**config.mk**
```make
export PLATFORM = sky130hd
export DESIGN_NAME = tomasulo_core
export DESIGN_NICKNAME = d
export VERILOG_FILES = /design/src/rtl/isa_pkg.sv /design/src/rtl/core_pkg.sv /design/src/rtl/issue_unit.sv /design/src/rtl/reservation_stations.sv /design/src/rtl/alu_pipe.sv /design/src/rtl/reorder_buffer.sv /design/src/rtl/tomasulo_core.sv
export SDC_FILE = /design/constraint.sdc
export NUM_CORES = 2
export LEC_CHECK = 0
export BUFFER_PORTS_ARGS = -buffer_cell sky130_fd_sc_hd__buf_2
export CAP_MARGIN = 20
export CORE_AREA = 2 2 500 502
export CTS_CLUSTER_DIAMETER = 60
export DETAILED_ROUTE_END_ITERATION = 7
export DIE_AREA = 0 0 502 504
export GPL_TIMING_DRIVEN = 0
export PLACE_DENSITY = 0.57
export SYNTH_ARGS = -nofsm -noshare
export SYNTH_HDL_FRONTEND = slang
export SYNTH_SLANG_ARGS = --single-unit
```
**constraint.sdc**
```tcl
create_clock -name clk -period 4.9 [get_ports clk]
set_input_delay 0.98 -clock clk [delete_from_list [all_inputs] [get_ports clk]]
set_output_delay 0.98 -clock clk [all_outputs]
set_load 0.02 [all_outputs]
```
**src/rtl/isa_pkg.sv**
```systemverilog
// ------------------------------------------------
// isa package
// data word, register index and ALU opcode types
// ------------------------------------------------
`default_nettype none

package isa_pkg;

    // data path width
    localparam int XLEN     = 32;
    localparam int NUM_REGS = 32;

    typedef logic [XLEN-1:0]             data_t;
    typedef logic [$clog2(NUM_REGS)-1:0] reg_idx_t;

    // ALU operations, shifts take the low 5 bits of operand b
    typedef enum logic [2:0] {
        OP_ADD = 3'd0,
        OP_SUB = 3'd1,
        OP_AND = 3'd2,
        OP_OR  = 3'd3,
        OP_XOR = 3'd4,
        OP_SLT = 3'd5,
        OP_SLL = 3'd6,
        OP_SRL = 3'd7
    } alu_op_e;

endpackage

`default_nettype wire

```
**src/rtl/core_pkg.sv**
```systemverilog
// ------------------------------------------------
// core package
// reorder buffer and pipeline types of the OoO core
// ------------------------------------------------
`default_nettype none

package core_pkg;

    // reorder buffer size, tags index its entries
    localparam int ROB_DEPTH = 8;

    typedef logic [$clog2(ROB_DEPTH)-1:0] rob_tag_t;

    // life of a ROB entry
    typedef enum logic [1:0] {
        ROB_FREE = 2'd0,
        ROB_WAIT = 2'd1,
        ROB_DONE = 2'd2
    } rob_state_e;

    // ALU latency from dispatch to common data bus
    localparam int ALU_STAGES = 2;

endpackage

`default_nettype wire

```
**src/rtl/issue_unit.sv**
```systemverilog
// ------------------------------------------------
// issue unit
// register file, register status table and operand
// lookup with renaming of the destination register
// ------------------------------------------------
`timescale 1ns/1ps
`default_nettype none

module issue_unit (
    input  logic                clk,
    input  logic                arst_n,
    input  logic                ins_valid,
    input  isa_pkg::alu_op_e    ins_op,
    input  isa_pkg::reg_idx_t   ins_rd,
    input  isa_pkg::reg_idx_t   ins_rs1,
    input  isa_pkg::reg_idx_t   ins_rs2,
    input  logic                ins_use_imm,
    input  isa_pkg::data_t      ins_imm,
    input  logic                ins_stall,
    input  core_pkg::rob_tag_t  alloc_tag,
    input  logic                rob_rd_ready_a,
    input  logic                rob_rd_ready_b,
    input  isa_pkg::data_t      rob_rd_value_a,
    input  isa_pkg::data_t      rob_rd_value_b,
    input  logic                cdb_valid,
    input  core_pkg::rob_tag_t  cdb_tag,
    input  isa_pkg::data_t      cdb_value,
    input  logic                commit_valid,
    input  core_pkg::rob_tag_t  commit_tag,
    input  isa_pkg::reg_idx_t   commit_rd,
    input  isa_pkg::data_t      commit_data,
    output logic                issue_en,
    output isa_pkg::alu_op_e    issue_op,
    output isa_pkg::reg_idx_t   issue_rd,
    output isa_pkg::data_t      vj,
    output isa_pkg::data_t      vk,
    output core_pkg::rob_tag_t  qj,
    output core_pkg::rob_tag_t  qk,
    output logic                rj,
    output logic                rk,
    output core_pkg::rob_tag_t  rob_rd_tag_a,
    output core_pkg::rob_tag_t  rob_rd_tag_b
);

    // architectural state and rename table
    isa_pkg::data_t                  rf_q   [isa_pkg::NUM_REGS];
    core_pkg::rob_tag_t              tag_q  [isa_pkg::NUM_REGS];
    logic [isa_pkg::NUM_REGS-1:0]    busy_q;

    assign issue_en = ins_valid & ~ins_stall;
    assign issue_op = ins_op;
    assign issue_rd = ins_rd;

    // ROB is asked about whichever entry renames each source
    assign rob_rd_tag_a = tag_q[ins_rs1];
    assign rob_rd_tag_b = tag_q[ins_rs2];

    // priority: x0, not renamed, done in ROB, on the bus this cycle
    function automatic void resolve(
        input  isa_pkg::reg_idx_t  idx,
        input  logic               rob_ready,
        input  isa_pkg::data_t     rob_value,
        output isa_pkg::data_t     val,
        output core_pkg::rob_tag_t q,
        output logic               rdy
    );
        val = '0;
        q   = tag_q[idx];
        rdy = 1'b1;
        if (idx == '0) begin
            val = '0;
        end else if (!busy_q[idx]) begin
            val = rf_q[idx];
        end else if (rob_ready) begin
            val = rob_value;
        end else if (cdb_valid && cdb_tag == tag_q[idx]) begin
            val = cdb_value;
        end else begin
            rdy = 1'b0;
        end
    endfunction

    always_comb begin
        resolve(ins_rs1, rob_rd_ready_a, rob_rd_value_a, vj, qj, rj);
        if (ins_use_imm) begin
            vk = ins_imm;
            qk = '0;
            rk = 1'b1;
        end else begin
            resolve(ins_rs2, rob_rd_ready_b, rob_rd_value_b, vk, qk, rk);
        end
    end

    // commit writes first, a new rename on the same edge wins
    always_ff @(posedge clk or negedge arst_n) begin
        if (!arst_n) begin
            busy_q <= '0;
            for (int i = 0; i < isa_pkg::NUM_REGS; i++) begin
                rf_q[i]  <= '0;
                tag_q[i] <= '0;
            end
        end else begin
            if (commit_valid && commit_rd != '0) begin
                rf_q[commit_rd] <= commit_data;
                // only the youngest writer may clear the busy bit
                if (busy_q[commit_rd] && tag_q[commit_rd] == commit_tag) begin
                    busy_q[commit_rd] <= 1'b0;
                end
            end
            if (issue_en && ins_rd != '0) begin
                busy_q[ins_rd] <= 1'b1;
                tag_q[ins_rd]  <= alloc_tag;
            end
        end
    end

endmodule

`default_nettype wire

```
**src/rtl/reservation_stations.sv**
```systemverilog
// ------------------------------------------------
// reservation stations
// operand wait, bus snoop and in-order-by-index dispatch
// ------------------------------------------------
`timescale 1ns/1ps
`default_nettype none

module reservation_stations #(
    parameter int NUM_RS = 4
) (
    input  logic                clk,
    input  logic                arst_n,
    input  logic                issue_en,
    input  isa_pkg::alu_op_e    issue_op,
    input  core_pkg::rob_tag_t  alloc_tag,
    input  isa_pkg::data_t      vj,
    input  isa_pkg::data_t      vk,
    input  core_pkg::rob_tag_t  qj,
    input  core_pkg::rob_tag_t  qk,
    input  logic                rj,
    input  logic                rk,
    input  logic                cdb_valid,
    input  core_pkg::rob_tag_t  cdb_tag,
    input  isa_pkg::data_t      cdb_value,
    output logic                rs_full,
    output logic                disp_valid,
    output isa_pkg::alu_op_e    disp_op,
    output core_pkg::rob_tag_t  disp_tag,
    output isa_pkg::data_t      disp_a,
    output isa_pkg::data_t      disp_b
);

    localparam int IDX_W = (NUM_RS > 1) ? $clog2(NUM_RS) : 1;

    logic [NUM_RS-1:0]    busy_q;
    logic [NUM_RS-1:0]    ra_q;
    logic [NUM_RS-1:0]    rb_q;
    isa_pkg::alu_op_e     op_q  [NUM_RS];
    core_pkg::rob_tag_t   tag_q [NUM_RS];
    isa_pkg::data_t       va_q  [NUM_RS];
    isa_pkg::data_t       vb_q  [NUM_RS];
    core_pkg::rob_tag_t   qa_q  [NUM_RS];
    core_pkg::rob_tag_t   qb_q  [NUM_RS];

    logic [IDX_W-1:0]     free_idx;
    logic [IDX_W-1:0]     disp_idx;

    assign rs_full = &busy_q;

    // lowest free and lowest ready entry, scanning down so index 0 wins
    always_comb begin
        free_idx   = '0;
        disp_idx   = '0;
        disp_valid = 1'b0;
        for (int i = NUM_RS - 1; i >= 0; i--) begin
            if (!busy_q[i]) begin
                free_idx = IDX_W'(i);
            end
            if (busy_q[i] && ra_q[i] && rb_q[i]) begin
                disp_idx   = IDX_W'(i);
                disp_valid = 1'b1;
            end
        end
    end

    assign disp_op  = op_q[disp_idx];
    assign disp_tag = tag_q[disp_idx];
    assign disp_a   = va_q[disp_idx];
    assign disp_b   = vb_q[disp_idx];

    always_ff @(posedge clk or negedge arst_n) begin
        if (!arst_n) begin
            busy_q <= '0;
        end else begin
            if (disp_valid) begin
                busy_q[disp_idx] <= 1'b0;
            end
            if (issue_en) begin
                busy_q[free_idx] <= 1'b1;
            end
        end
    end

    // operand slots, only meaningful while busy
    always_ff @(posedge clk) begin
        for (int i = 0; i < NUM_RS; i++) begin
            if (busy_q[i] && cdb_valid) begin
                if (!ra_q[i] && qa_q[i] == cdb_tag) begin
                    va_q[i] <= cdb_value;
                    ra_q[i] <= 1'b1;
                end
                if (!rb_q[i] && qb_q[i] == cdb_tag) begin
                    vb_q[i] <= cdb_value;
                    rb_q[i] <= 1'b1;
                end
            end
        end
        if (issue_en) begin
            op_q[free_idx]  <= issue_op;
            tag_q[free_idx] <= alloc_tag;
            va_q[free_idx]  <= vj;
            vb_q[free_idx]  <= vk;
            qa_q[free_idx]  <= qj;
            qb_q[free_idx]  <= qk;
            ra_q[free_idx]  <= rj;
            rb_q[free_idx]  <= rk;
        end
    end

endmodule

`default_nettype wire

```
**src/rtl/alu_pipe.sv**
```systemverilog
// ------------------------------------------------
// ALU pipe
// pipelined integer ALU, sole driver of the CDB
// ------------------------------------------------
`timescale 1ns/1ps
`default_nettype none

module alu_pipe (
    input  logic                clk,
    input  logic                arst_n,
    input  logic                disp_valid,
    input  isa_pkg::alu_op_e    disp_op,
    input  core_pkg::rob_tag_t  disp_tag,
    input  isa_pkg::data_t      disp_a,
    input  isa_pkg::data_t      disp_b,
    output logic                cdb_valid,
    output core_pkg::rob_tag_t  cdb_tag,
    output isa_pkg::data_t      cdb_value
);

    localparam int N = core_pkg::ALU_STAGES;

    isa_pkg::data_t      result;
    logic [N-1:0]        valid_q;
    core_pkg::rob_tag_t  tag_q   [N];
    isa_pkg::data_t      value_q [N];

    // first stage: compute
    always_comb begin
        case (disp_op)
            isa_pkg::OP_ADD: result = disp_a + disp_b;
            isa_pkg::OP_SUB: result = disp_a - disp_b;
            isa_pkg::OP_AND: result = disp_a & disp_b;
            isa_pkg::OP_OR:  result = disp_a | disp_b;
            isa_pkg::OP_XOR: result = disp_a ^ disp_b;
            isa_pkg::OP_SLT: result = ($signed(disp_a) < $signed(disp_b)) ? 32'd1 : 32'd0;
            isa_pkg::OP_SLL: result = disp_a << disp_b[4:0];
            isa_pkg::OP_SRL: result = disp_a >> disp_b[4:0];
            default:         result = '0;
        endcase
    end

    // valid bits travel with the data through every stage
    always_ff @(posedge clk or negedge arst_n) begin
        if (!arst_n) begin
            valid_q <= '0;
        end else begin
            valid_q <= {valid_q[N-2:0], disp_valid};
        end
    end

    always_ff @(posedge clk) begin
        tag_q[0]   <= disp_tag;
        value_q[0] <= result;
        for (int i = 1; i < N; i++) begin
            tag_q[i]   <= tag_q[i-1];
            value_q[i] <= value_q[i-1];
        end
    end

    // last stage is the bus
    assign cdb_valid = valid_q[N-1];
    assign cdb_tag   = tag_q[N-1];
    assign cdb_value = value_q[N-1];

endmodule

`default_nettype wire

```
**src/rtl/reorder_buffer.sv**
```systemverilog
// ------------------------------------------------
// reorder buffer
// tag allocation, result capture and in-order retire
// ------------------------------------------------
`timescale 1ns/1ps
`default_nettype none

module reorder_buffer (
    input  logic                clk,
    input  logic                arst_n,
    input  logic                issue_en,
    input  isa_pkg::reg_idx_t   issue_rd,
    input  logic                cdb_valid,
    input  core_pkg::rob_tag_t  cdb_tag,
    input  isa_pkg::data_t      cdb_value,
    input  core_pkg::rob_tag_t  rob_rd_tag_a,
    input  core_pkg::rob_tag_t  rob_rd_tag_b,
    output core_pkg::rob_tag_t  alloc_tag,
    output logic                rob_full,
    output logic                rob_rd_ready_a,
    output logic                rob_rd_ready_b,
    output isa_pkg::data_t      rob_rd_value_a,
    output isa_pkg::data_t      rob_rd_value_b,
    output logic                commit_valid,
    output core_pkg::rob_tag_t  commit_tag,
    output isa_pkg::reg_idx_t   commit_rd,
    output isa_pkg::data_t      commit_data
);

    localparam int DEPTH = core_pkg::ROB_DEPTH;
    localparam int CNT_W = $clog2(DEPTH + 1);

    core_pkg::rob_state_e  state_q [DEPTH];
    isa_pkg::reg_idx_t     rd_q    [DEPTH];
    isa_pkg::data_t        value_q [DEPTH];
    core_pkg::rob_tag_t    head_q;
    core_pkg::rob_tag_t    tail_q;
    logic [CNT_W-1:0]      count_q;

    function automatic core_pkg::rob_tag_t next_ptr(input core_pkg::rob_tag_t p);
        return (p == core_pkg::rob_tag_t'(DEPTH - 1)) ? '0 : p + 1'b1;
    endfunction

    assign alloc_tag = tail_q;
    assign rob_full  = (count_q == CNT_W'(DEPTH));

    // head retires once its result is in
    assign commit_valid = (state_q[head_q] == core_pkg::ROB_DONE);
    assign commit_tag   = head_q;
    assign commit_rd    = rd_q[head_q];
    assign commit_data  = value_q[head_q];

    // operand lookups for the issue unit
    assign rob_rd_ready_a = (state_q[rob_rd_tag_a] == core_pkg::ROB_DONE);
    assign rob_rd_ready_b = (state_q[rob_rd_tag_b] == core_pkg::ROB_DONE);
    assign rob_rd_value_a = value_q[rob_rd_tag_a];
    assign rob_rd_value_b = value_q[rob_rd_tag_b];

    always_ff @(posedge clk or negedge arst_n) begin
        if (!arst_n) begin
            head_q  <= '0;
            tail_q  <= '0;
            count_q <= '0;
            for (int i = 0; i < DEPTH; i++) begin
                state_q[i] <= core_pkg::ROB_FREE;
            end
        end else begin
            if (commit_valid) begin
                state_q[head_q] <= core_pkg::ROB_FREE;
                head_q          <= next_ptr(head_q);
            end
            if (cdb_valid) begin
                state_q[cdb_tag] <= core_pkg::ROB_DONE;
            end
            if (issue_en) begin
                state_q[tail_q] <= core_pkg::ROB_WAIT;
                tail_q          <= next_ptr(tail_q);
            end
            case ({issue_en, commit_valid})
                2'b10:   count_q <= count_q + 1'b1;
                2'b01:   count_q <= count_q - 1'b1;
                default: count_q <= count_q;
            endcase
        end
    end

    // payload
    always_ff @(posedge clk) begin
        if (cdb_valid) begin
            value_q[cdb_tag] <= cdb_value;
        end
        if (issue_en) begin
            rd_q[tail_q] <= issue_rd;
        end
    end

endmodule

`default_nettype wire

```
**src/rtl/tomasulo_core.sv**
```systemverilog
// ------------------------------------------------
// tomasulo core
// issue, reservation stations, ALU and ROB
// ------------------------------------------------
`timescale 1ns/1ps
`default_nettype none

module tomasulo_core #(
    parameter int NUM_RS = 4
) (
    input  logic                clk,
    input  logic                arst_n,
    input  logic                ins_valid,
    input  isa_pkg::alu_op_e    ins_op,
    input  isa_pkg::reg_idx_t   ins_rd,
    input  isa_pkg::reg_idx_t   ins_rs1,
    input  isa_pkg::reg_idx_t   ins_rs2,
    input  logic                ins_use_imm,
    input  isa_pkg::data_t      ins_imm,
    output logic                ins_stall,
    output logic                commit_valid,
    output isa_pkg::reg_idx_t   commit_rd,
    output isa_pkg::data_t      commit_data
);

    // ------------------------------------------------
    // interconnect
    // ------------------------------------------------
    logic                issue_en;
    isa_pkg::alu_op_e    issue_op;
    isa_pkg::reg_idx_t   issue_rd;
    isa_pkg::data_t      vj, vk;
    core_pkg::rob_tag_t  qj, qk;
    logic                rj, rk;
    core_pkg::rob_tag_t  alloc_tag;
    logic                rob_full, rs_full;
    core_pkg::rob_tag_t  rob_rd_tag_a, rob_rd_tag_b;
    logic                rob_rd_ready_a, rob_rd_ready_b;
    isa_pkg::data_t      rob_rd_value_a, rob_rd_value_b;
    logic                disp_valid;
    isa_pkg::alu_op_e    disp_op;
    core_pkg::rob_tag_t  disp_tag;
    isa_pkg::data_t      disp_a, disp_b;
    logic                cdb_valid;
    core_pkg::rob_tag_t  cdb_tag;
    isa_pkg::data_t      cdb_value;
    core_pkg::rob_tag_t  commit_tag;

    // hold the stream while there is nowhere to put an instruction
    assign ins_stall = rob_full | rs_full;

    // ------------------------------------------------
    // units
    // ------------------------------------------------
    issue_unit u_issue (
        .clk, .arst_n,
        .ins_valid, .ins_op, .ins_rd, .ins_rs1, .ins_rs2, .ins_use_imm, .ins_imm,
        .ins_stall, .alloc_tag,
        .rob_rd_ready_a, .rob_rd_ready_b, .rob_rd_value_a, .rob_rd_value_b,
        .cdb_valid, .cdb_tag, .cdb_value,
        .commit_valid, .commit_tag, .commit_rd, .commit_data,
        .issue_en, .issue_op, .issue_rd,
        .vj, .vk, .qj, .qk, .rj, .rk,
        .rob_rd_tag_a, .rob_rd_tag_b
    );

    reservation_stations #(
        .NUM_RS(NUM_RS)
    ) u_rs (
        .clk, .arst_n,
        .issue_en, .issue_op, .alloc_tag,
        .vj, .vk, .qj, .qk, .rj, .rk,
        .cdb_valid, .cdb_tag, .cdb_value,
        .rs_full,
        .disp_valid, .disp_op, .disp_tag, .disp_a, .disp_b
    );

    alu_pipe u_alu (
        .clk, .arst_n,
        .disp_valid, .disp_op, .disp_tag, .disp_a, .disp_b,
        .cdb_valid, .cdb_tag, .cdb_value
    );

    reorder_buffer u_rob (
        .clk, .arst_n,
        .issue_en, .issue_rd,
        .cdb_valid, .cdb_tag, .cdb_value,
        .rob_rd_tag_a, .rob_rd_tag_b,
        .alloc_tag, .rob_full,
        .rob_rd_ready_a, .rob_rd_ready_b, .rob_rd_value_a, .rob_rd_value_b,
        .commit_valid, .commit_tag, .commit_rd, .commit_data
    );

endmodule

`default_nettype wire

```
## Yosys cells after proc, flatten, opt, wreduce, memory -nomap -nowiden

Memory sizes are Yosys's and may differ from the RTL's.
Cells that the tools add are included.

- Register bits: 1,192
- Bits in writable memories: 670
- Word-level logic and storage cells: 369
- Memories kept: 10

- Add/sub/neg operators: 6
- Magnitude comparators: 25
- Eq/ne operators: 26
- Shifts and indexed selects: 2
- Mux-type cells: 142
- Bitwise operators: 29
- Reductions and logical operators: 49

Memory list:

| name | depth | bits a word | read ports | clocked after memory_dff | wr ports | line | text |
|---|---|---|---|---|---|---|---|
| u_rob.value_q | 8 | 32 | 3 | 0 | 1 | reorder_buffer.sv:35 | `isa_pkg::data_t value_q [DEPTH];` |
| u_rs.va_q | 4 | 32 | 1 | 0 | 5 | reservation_stations.sv:40 | `isa_pkg::data_t va_q [NUM_RS];` |
| u_rs.vb_q | 4 | 32 | 1 | 0 | 5 | reservation_stations.sv:41 | `isa_pkg::data_t vb_q [NUM_RS];` |
| u_alu.value_q | 2 | 32 | 2 | 0 | 2 | alu_pipe.sv:26 | `isa_pkg::data_t value_q [N];` |
| u_rob.rd_q | 8 | 5 | 1 | 0 | 1 | reorder_buffer.sv:34 | `isa_pkg::reg_idx_t rd_q [DEPTH];` |
| u_rs.op_q | 4 | 3 | 1 | 0 | 1 | reservation_stations.sv:38 | `isa_pkg::alu_op_e op_q [NUM_RS];` |
| +4 memories | -- | -- | -- | -- | -- | -- |  |

Operators with widths:

| cell | number |
|---|---|
| 1024-bit bitwise mux | 1 |
| 32-bit two-way mux | 17 |
| 32-bit binary-select mux with 5-bit select | 2 |
| 32-bit case mux with 8 select lines | 1 |
| 32-bit demux with 5-bit select | 1 |
| 96-bit bitwise mux | 1 |
| 1-bit two-way mux | 65 |
| 32-bit bitwise AND | 2 |
| 32-bit OR | 2 |
| 16-bit two-way mux | 3 |
| 3-bit binary-select mux with 5-bit select | 3 |
| 1-bit logical AND | 34 |
| 2-bit two-way mux | 17 |
| 3-bit equality test | 11 |
| 32-bit adder | 1 |
| 32-bit less-than comparator | 1 |
| 32-bit inverter | 1 |
| 32-bit by 5-bit << shifter with 32-bit output | 1 |
| 32-bit by 5-bit right shift with 32-bit output | 1 |
| 32-bit subtractor | 1 |
| 32-bit XOR | 1 |
| 3-bit two-way mux | 10 |
| 6-bit greater-or-equal comparator, second input constant | 4 |
| 5-bit by 6-bit less-than comparator with 1-bit output, second input constant | 4 |
| other kinds (43) | 94 |

## Logic depth before layout (Yosys ltp)

- Word-level depth: 15
- Depth in mapped cells: 24

## Cells and area by module

A second synthesis with hierarchy kept.

- Cells, all modules: 8,244
- Area total of the unflattened synthesis: 107,828.4 um^2

By module, submodules not included:

| module | instances | cells each | area an instance (um^2) | seq. area each (um^2) |
|---|---|---|---|---|
| issue_unit | 1 | 4,604 | 64,483.1 | 28,827.6 |
| reservation_stations | 1 | 1,419 | 16,857.4 | 9,389.0 |
| reorder_buffer | 1 | 942 | 16,403.2 | 9,539.1 |
| alu_pipe | 1 | 1,278 | 10,078.4 | 1,451.4 |
| tomasulo_core | 1 | 1 | 6.3 | 0.0 |

## Worst setup path after synthesis

Ideal clock, no wire load.

- Path type: reg-to-reg
- From: reg u_rs.busy_q[0]
- To: mem u_alu.value_q[0][23] in the netlist's numbering
- Arrival: 4.834 ns
- Required time: 4.760 ns
- Path slack: -0.074 ns
- Stages on the path, launching flop included: 22
- Cell sequence: dfrtp_1 > buf_2 > nand3_1 > clkbuf_1 > clkbuf_1 > nand3_1 > clkbuf_1 > o22ai_1 > nor2_1 > o21a_1 > ha_1 > clkbuf_1 > nor4_1 > or4b_2 > o21ba_2 > o211ai_1 > a21oi_1 > nor3_1 > nand3_1 > a31oi_1 > xor2_1 > o221ai_1

RTL lines:

| item | line | text |
|---|---|---|
| start, declared | reservation_stations.sv:35 | `logic [NUM_RS-1:0] busy_q;` |
| start signal, assigned | reservation_stations.sv:73 | `busy_q <= '0;` |
| start signal, assigned by index | reservation_stations.sv:76 | `busy_q[disp_idx] <= 1'b0;` |
| start signal, assigned by index | reservation_stations.sv:79 | `busy_q[free_idx] <= 1'b1;` |
| end, declared | alu_pipe.sv:26 |  |

==> key figures <==
Yosys
  • Share of synthesized flip-flops with an asynchronous set or reset: 0.636
  • Sequential area share after synthesis: 0.476
  • Simple logic cell fraction of the synthesized area: 0.101
  • Gate count of the mapped netlist: 9548
  • Number of flip-flops and latches in the synthesized netlist: 1862
  • Synth top area cells: sky130_fd_sc_hd__dfrtp_1 (29%), sky130_fd_sc_hd__edfxtp_1 (17%), sky130_fd_sc_hd__mux4_2 (13%)
  • Average size of a mapped cell: roughly 11 µm²
  • Total number of yosys warnings: 0
  • Area fraction of the dominant cell type after synthesis: 0.287
  • Synth Area in XOR/XNOR: 0.00508
  • Adder-cell share of the synthesized area: 0.0132
  • Netlist Area Pre-Place: between 100000 and 150000 µm²
  • Post-synth net total: 9709
  • Complex-gate fraction of the synthesized area: 0.146
  • Commonest register cell after synthesis: sky130_fd_sc_hd__dfrtp_1
  • Number of enable flip-flop cells after synthesis: 600
  • Main combinational cell family by area after synthesis: multiplexers
  • Post-synthesis cell type with the largest combined area: sky130_fd_sc_hd__dfrtp_1
  • Multiplexer area fraction after synthesis: 0.215
  • Synth unique cells: 105

Floorplan
  • Starting utilization of the core area: 0.418
  • Die Y: 504 µm
  • Cell row count: 183
  • DIE AREA: 253000 µm²
  • Area inside the core boundary: 248000 µm²
  • Ports placed on the boundary: 93
  • Die X: between 500 and 600 µm

Outcome
  • Result of the run: complete, but fails checks
  • Violated checks: design-rule violations, negative setup slack

Clock tree
  • Clock tree from TritonCTS: done
  • Total clock buffers created by CTS: 206
  • Clock insertion delay at the later pin of the skew report: roughly 0.90 ns
  • Maximum clock path buffer count: 3
  • TritonCTS Sinks: 1862
  • CTS H-Tree Depth: 4
  • Clock tree root driver cell: sky130_fd_sc_hd__clkbuf_16
  • Clock input transition at the sequential cells of the worst setup and hold paths: about 0.060 ns

Critical path
  • Endpoint type of the worst setup path: flip-flop
  • Slowest cell on crit path: sky130_fd_sc_hd__clkbuf_1
  • Arr. time, crit path: 5.87 ns
  • Required time of the critical path: between 5 and 6 ns
  • Cell-by-cell listing of the critical path: clkbuf_1, clkbuf_1, clkbuf_1, clkbuf_1, o2111ai_1, o21ai_1, a221oi_4, o21a_1, a21oi_1
  • Setup Crit Path Kind: primary input to flip-flop
  • Category of cells accounting for the largest share of critical-path delay: buffers and inverters
  • Largest incremental delay on the critical path: 0.87 ns
  • Cell count along the critical path: 9
  • CP dominant cell by count: sky130_fd_sc_hd__clkbuf_1
  • Critical-path maximum fanout: 10
  • Crit path buffers/inverters: 4
  • Reg2reg path depth: 15
  • CP startpoint kind: primary input

STA
  • Final slew viol count: 0
  • Minimum clock period: 5.16 ns
  • Final setup viols: 72
  • Final worst clock skew: 0.0494 ns
  • Minimum setup slack in the final design: -0.260 ns
  • Slew HR: 0.159
  • Highest attainable clock frequency: 194 MHz
  • Unrepaired setup endpoints after global routing: yes
  • Period utilization: 1.05
  • Number of hold violations in the final report: 0
  • Transition time at the pin with the least slew margin: approximately 1.3 ns

Place
  • Routability congestion estimate: 1.04
  • Cell area after placement: 109000 µm²
  • IO buf count: 85
  • Half-perimeter wire length after detailed placement: 362000 µm

Run
  • Max-cap violation count: 0

GRT
  • Largest net degree at the start of global routing: 163
  • Wire length of the first global-routing pass: around 660000 µm
  • Overall global routing resource usage: 0.366
  • Total global routing overflow: 0
  • Initial antenna violation count: 19
  • Number of global-route vias before repair: around 85000

Routing
  • Post-route antenna net violation count: 0
  • Initial drt markers: 13500
  • DRC errors left: 1
  • Routed wire length per instance: 35.0 µm
  • Final routed wirelength across all metal layers: 474000 µm
  • Total number of vias: ~89000
  • First drt pass iteration count: 8
  • Average vias per placed instance: between 6 and 7

Cells and area
  • Nets: approximately 10000
  • Most common cell after layout, fill and taps aside: sky130_fd_sc_hd__nor2_1
  • Filler cell count in the final layout: 22600
  • Most used cells in the layout excluding fill and tap cells: sky130_fd_sc_hd__nor2_1 (1358), sky130_fd_sc_hd__dfrtp_1 (1181), sky130_fd_sc_hd__a21oi_1 (1151), sky130_fd_sc_hd__mux2i_1 (611), sky130_fd_sc_hd__edfxtp_1 (600)
  • Area growth from synthesis to layout: 16.1%
  • Ratio of cells with drive above 1 in the final layout: 0.225
  • Design Area, Final: approximately 120000 µm²

Min path
  • Hold path depth: 0
  • Kind of path behind the tightest hold check: flip-flop to flip-flop
area by class of cell:
type	count	area (µm²)	area share
plain buffers	875	4890	0.0408
inverters	172	667	0.00556
diodes	10	25.0	0.000208
well taps	3330	4170	0.0347
flip-flops and latches	1862	49200	0.410
clock inverters	98	931	0.00775
multi-input cells	6589	51300	0.428
repair buffers	303	2740	0.0228
clock buffers	291	6060	0.0505
stage by stage:
step	util	cells	setup slack, ns	setup TNS (ns)	hold WS [ns]
after floorplan	-	9548	-0.0127	-0.0127	0.310
after global placement	0.436	13000	-23.86	-	0.312
after detailed placement	0.441	13000	-3.43	-1067.69	0.312
after CTS	0.481	13500	-0.0940	-0.122	0.303
after global routing	0.485	13500	-0.0567	-0.176	0.327
final	0.485	13500	-0.260	-4.81	0.326
synthesized netlist by cell type (104+ instances only):
master	number
sky130_fd_sc_hd__nor2_1	1379
sky130_fd_sc_hd__dfrtp_1	1184
sky130_fd_sc_hd__a21oi_1	1172
sky130_fd_sc_hd__mux2i_1	629
sky130_fd_sc_hd__edfxtp_1	600
sky130_fd_sc_hd__nand2_1	591
sky130_fd_sc_hd__mux4_2	585
sky130_fd_sc_hd__clkbuf_1	512
sky130_fd_sc_hd__o21ai_0	254
sky130_fd_sc_hd__mux2_2	236
sky130_fd_sc_hd__buf_2	229
sky130_fd_sc_hd__o21ai_1	188
sky130_fd_sc_hd__a22oi_1	174
sky130_fd_sc_hd__inv_1	157
sky130_fd_sc_hd__buf_1	137
sky130_fd_sc_hd__nand3_1	130
sky130_fd_sc_hd__o22ai_1	119
sky130_fd_sc_hd__ha_1	104
kinds of logic after synthesis:
kind of cell,count (synthesis)
compound gates,2514
buf+inv,1098
mux,1455
simple gates,2452
xor+xnor,60
flops,1862
fa+ha+maj,107
routing by layer:
| metal | global-route usage | wire length (µm) | part of all wire | vias up |
|---|---|---|---|---|
| met1 | 0.480 | 178000 | 0.38 | 45100 |
| met5 | 0 | 108 | 0.00023 | - |
| met3 | 0.106 | 57100 | 0.12 | 1291 |
| li1 | - | - | - | 36200 |
| met2 | 0.533 | 203000 | 0.43 | 6158 |
| met4 | 0.225 | 35700 | 0.075 | 18 |
worst reg2reg max path, delay by kind of cell, from the launching register on:
kind / cells / cell delay, ns
and+or+nand+nor: 3 / 0.96
AOI/OAI and AO/OA: 5 / 1.38
DFF: 1 / 0.37
buffers and inverters: 7 / 2.09
what timing repair did:
item,CTS,global route
hold buffers,1,0
buffers inserted,89,55
endpoints found under the hold margin,18,0
gates resized for setup,647,189
cloned,0,4
pin swaps,52,51
endpoints found under the setup margin,1348,528
registers in the layout (all words and copies together) (netlist names), 6 cells and up:
signal,flops
u_issue.busy_q,32
u_rob.state_q,16
u_issue.rf_q,1024
u_rob.value_q,256
u_rob.rd_q,40
u_rs.qa_q,12
u_alu.value_q,64
u_rs.va_q,128
u_alu.tag_q,6
u_rs.vb_q,128
u_rs.qb_q,12
u_rs.tag_q,12
u_issue.tag_q,96
u_rs.op_q,12
final timing paths:
check | from | endpoint | slack (ns)
worst min register to register | u_alu.value_q[0][10]$_DFF_P_ | u_alu.value_q[0][42]$_DFF_P_ | 0.33
min in group asynchronous | arst_n | u_issue.tag_q[2]$_DFFE_PN0P_ | 0.59
worst max-delay path | ins_rs2[4] | u_rs.vb_q[3][12]$_DFFE_PP_ | -0.26
worst min-delay path | u_alu.value_q[0][10]$_DFF_P_ | u_alu.value_q[0][42]$_DFF_P_ | 0.33
max in group asynchronous | arst_n | u_issue.rf_q[276]$_DFFE_PN0P_ | 1.68
worst max register to register | u_rs.busy_q[0]$_DFF_PN0_ | u_alu.value_q[0][25]$_DFF_P_ | -0.06
Power is not shown: default switching activity piles up to over one toggle a cycle in this logic, so the estimate is an artifact.
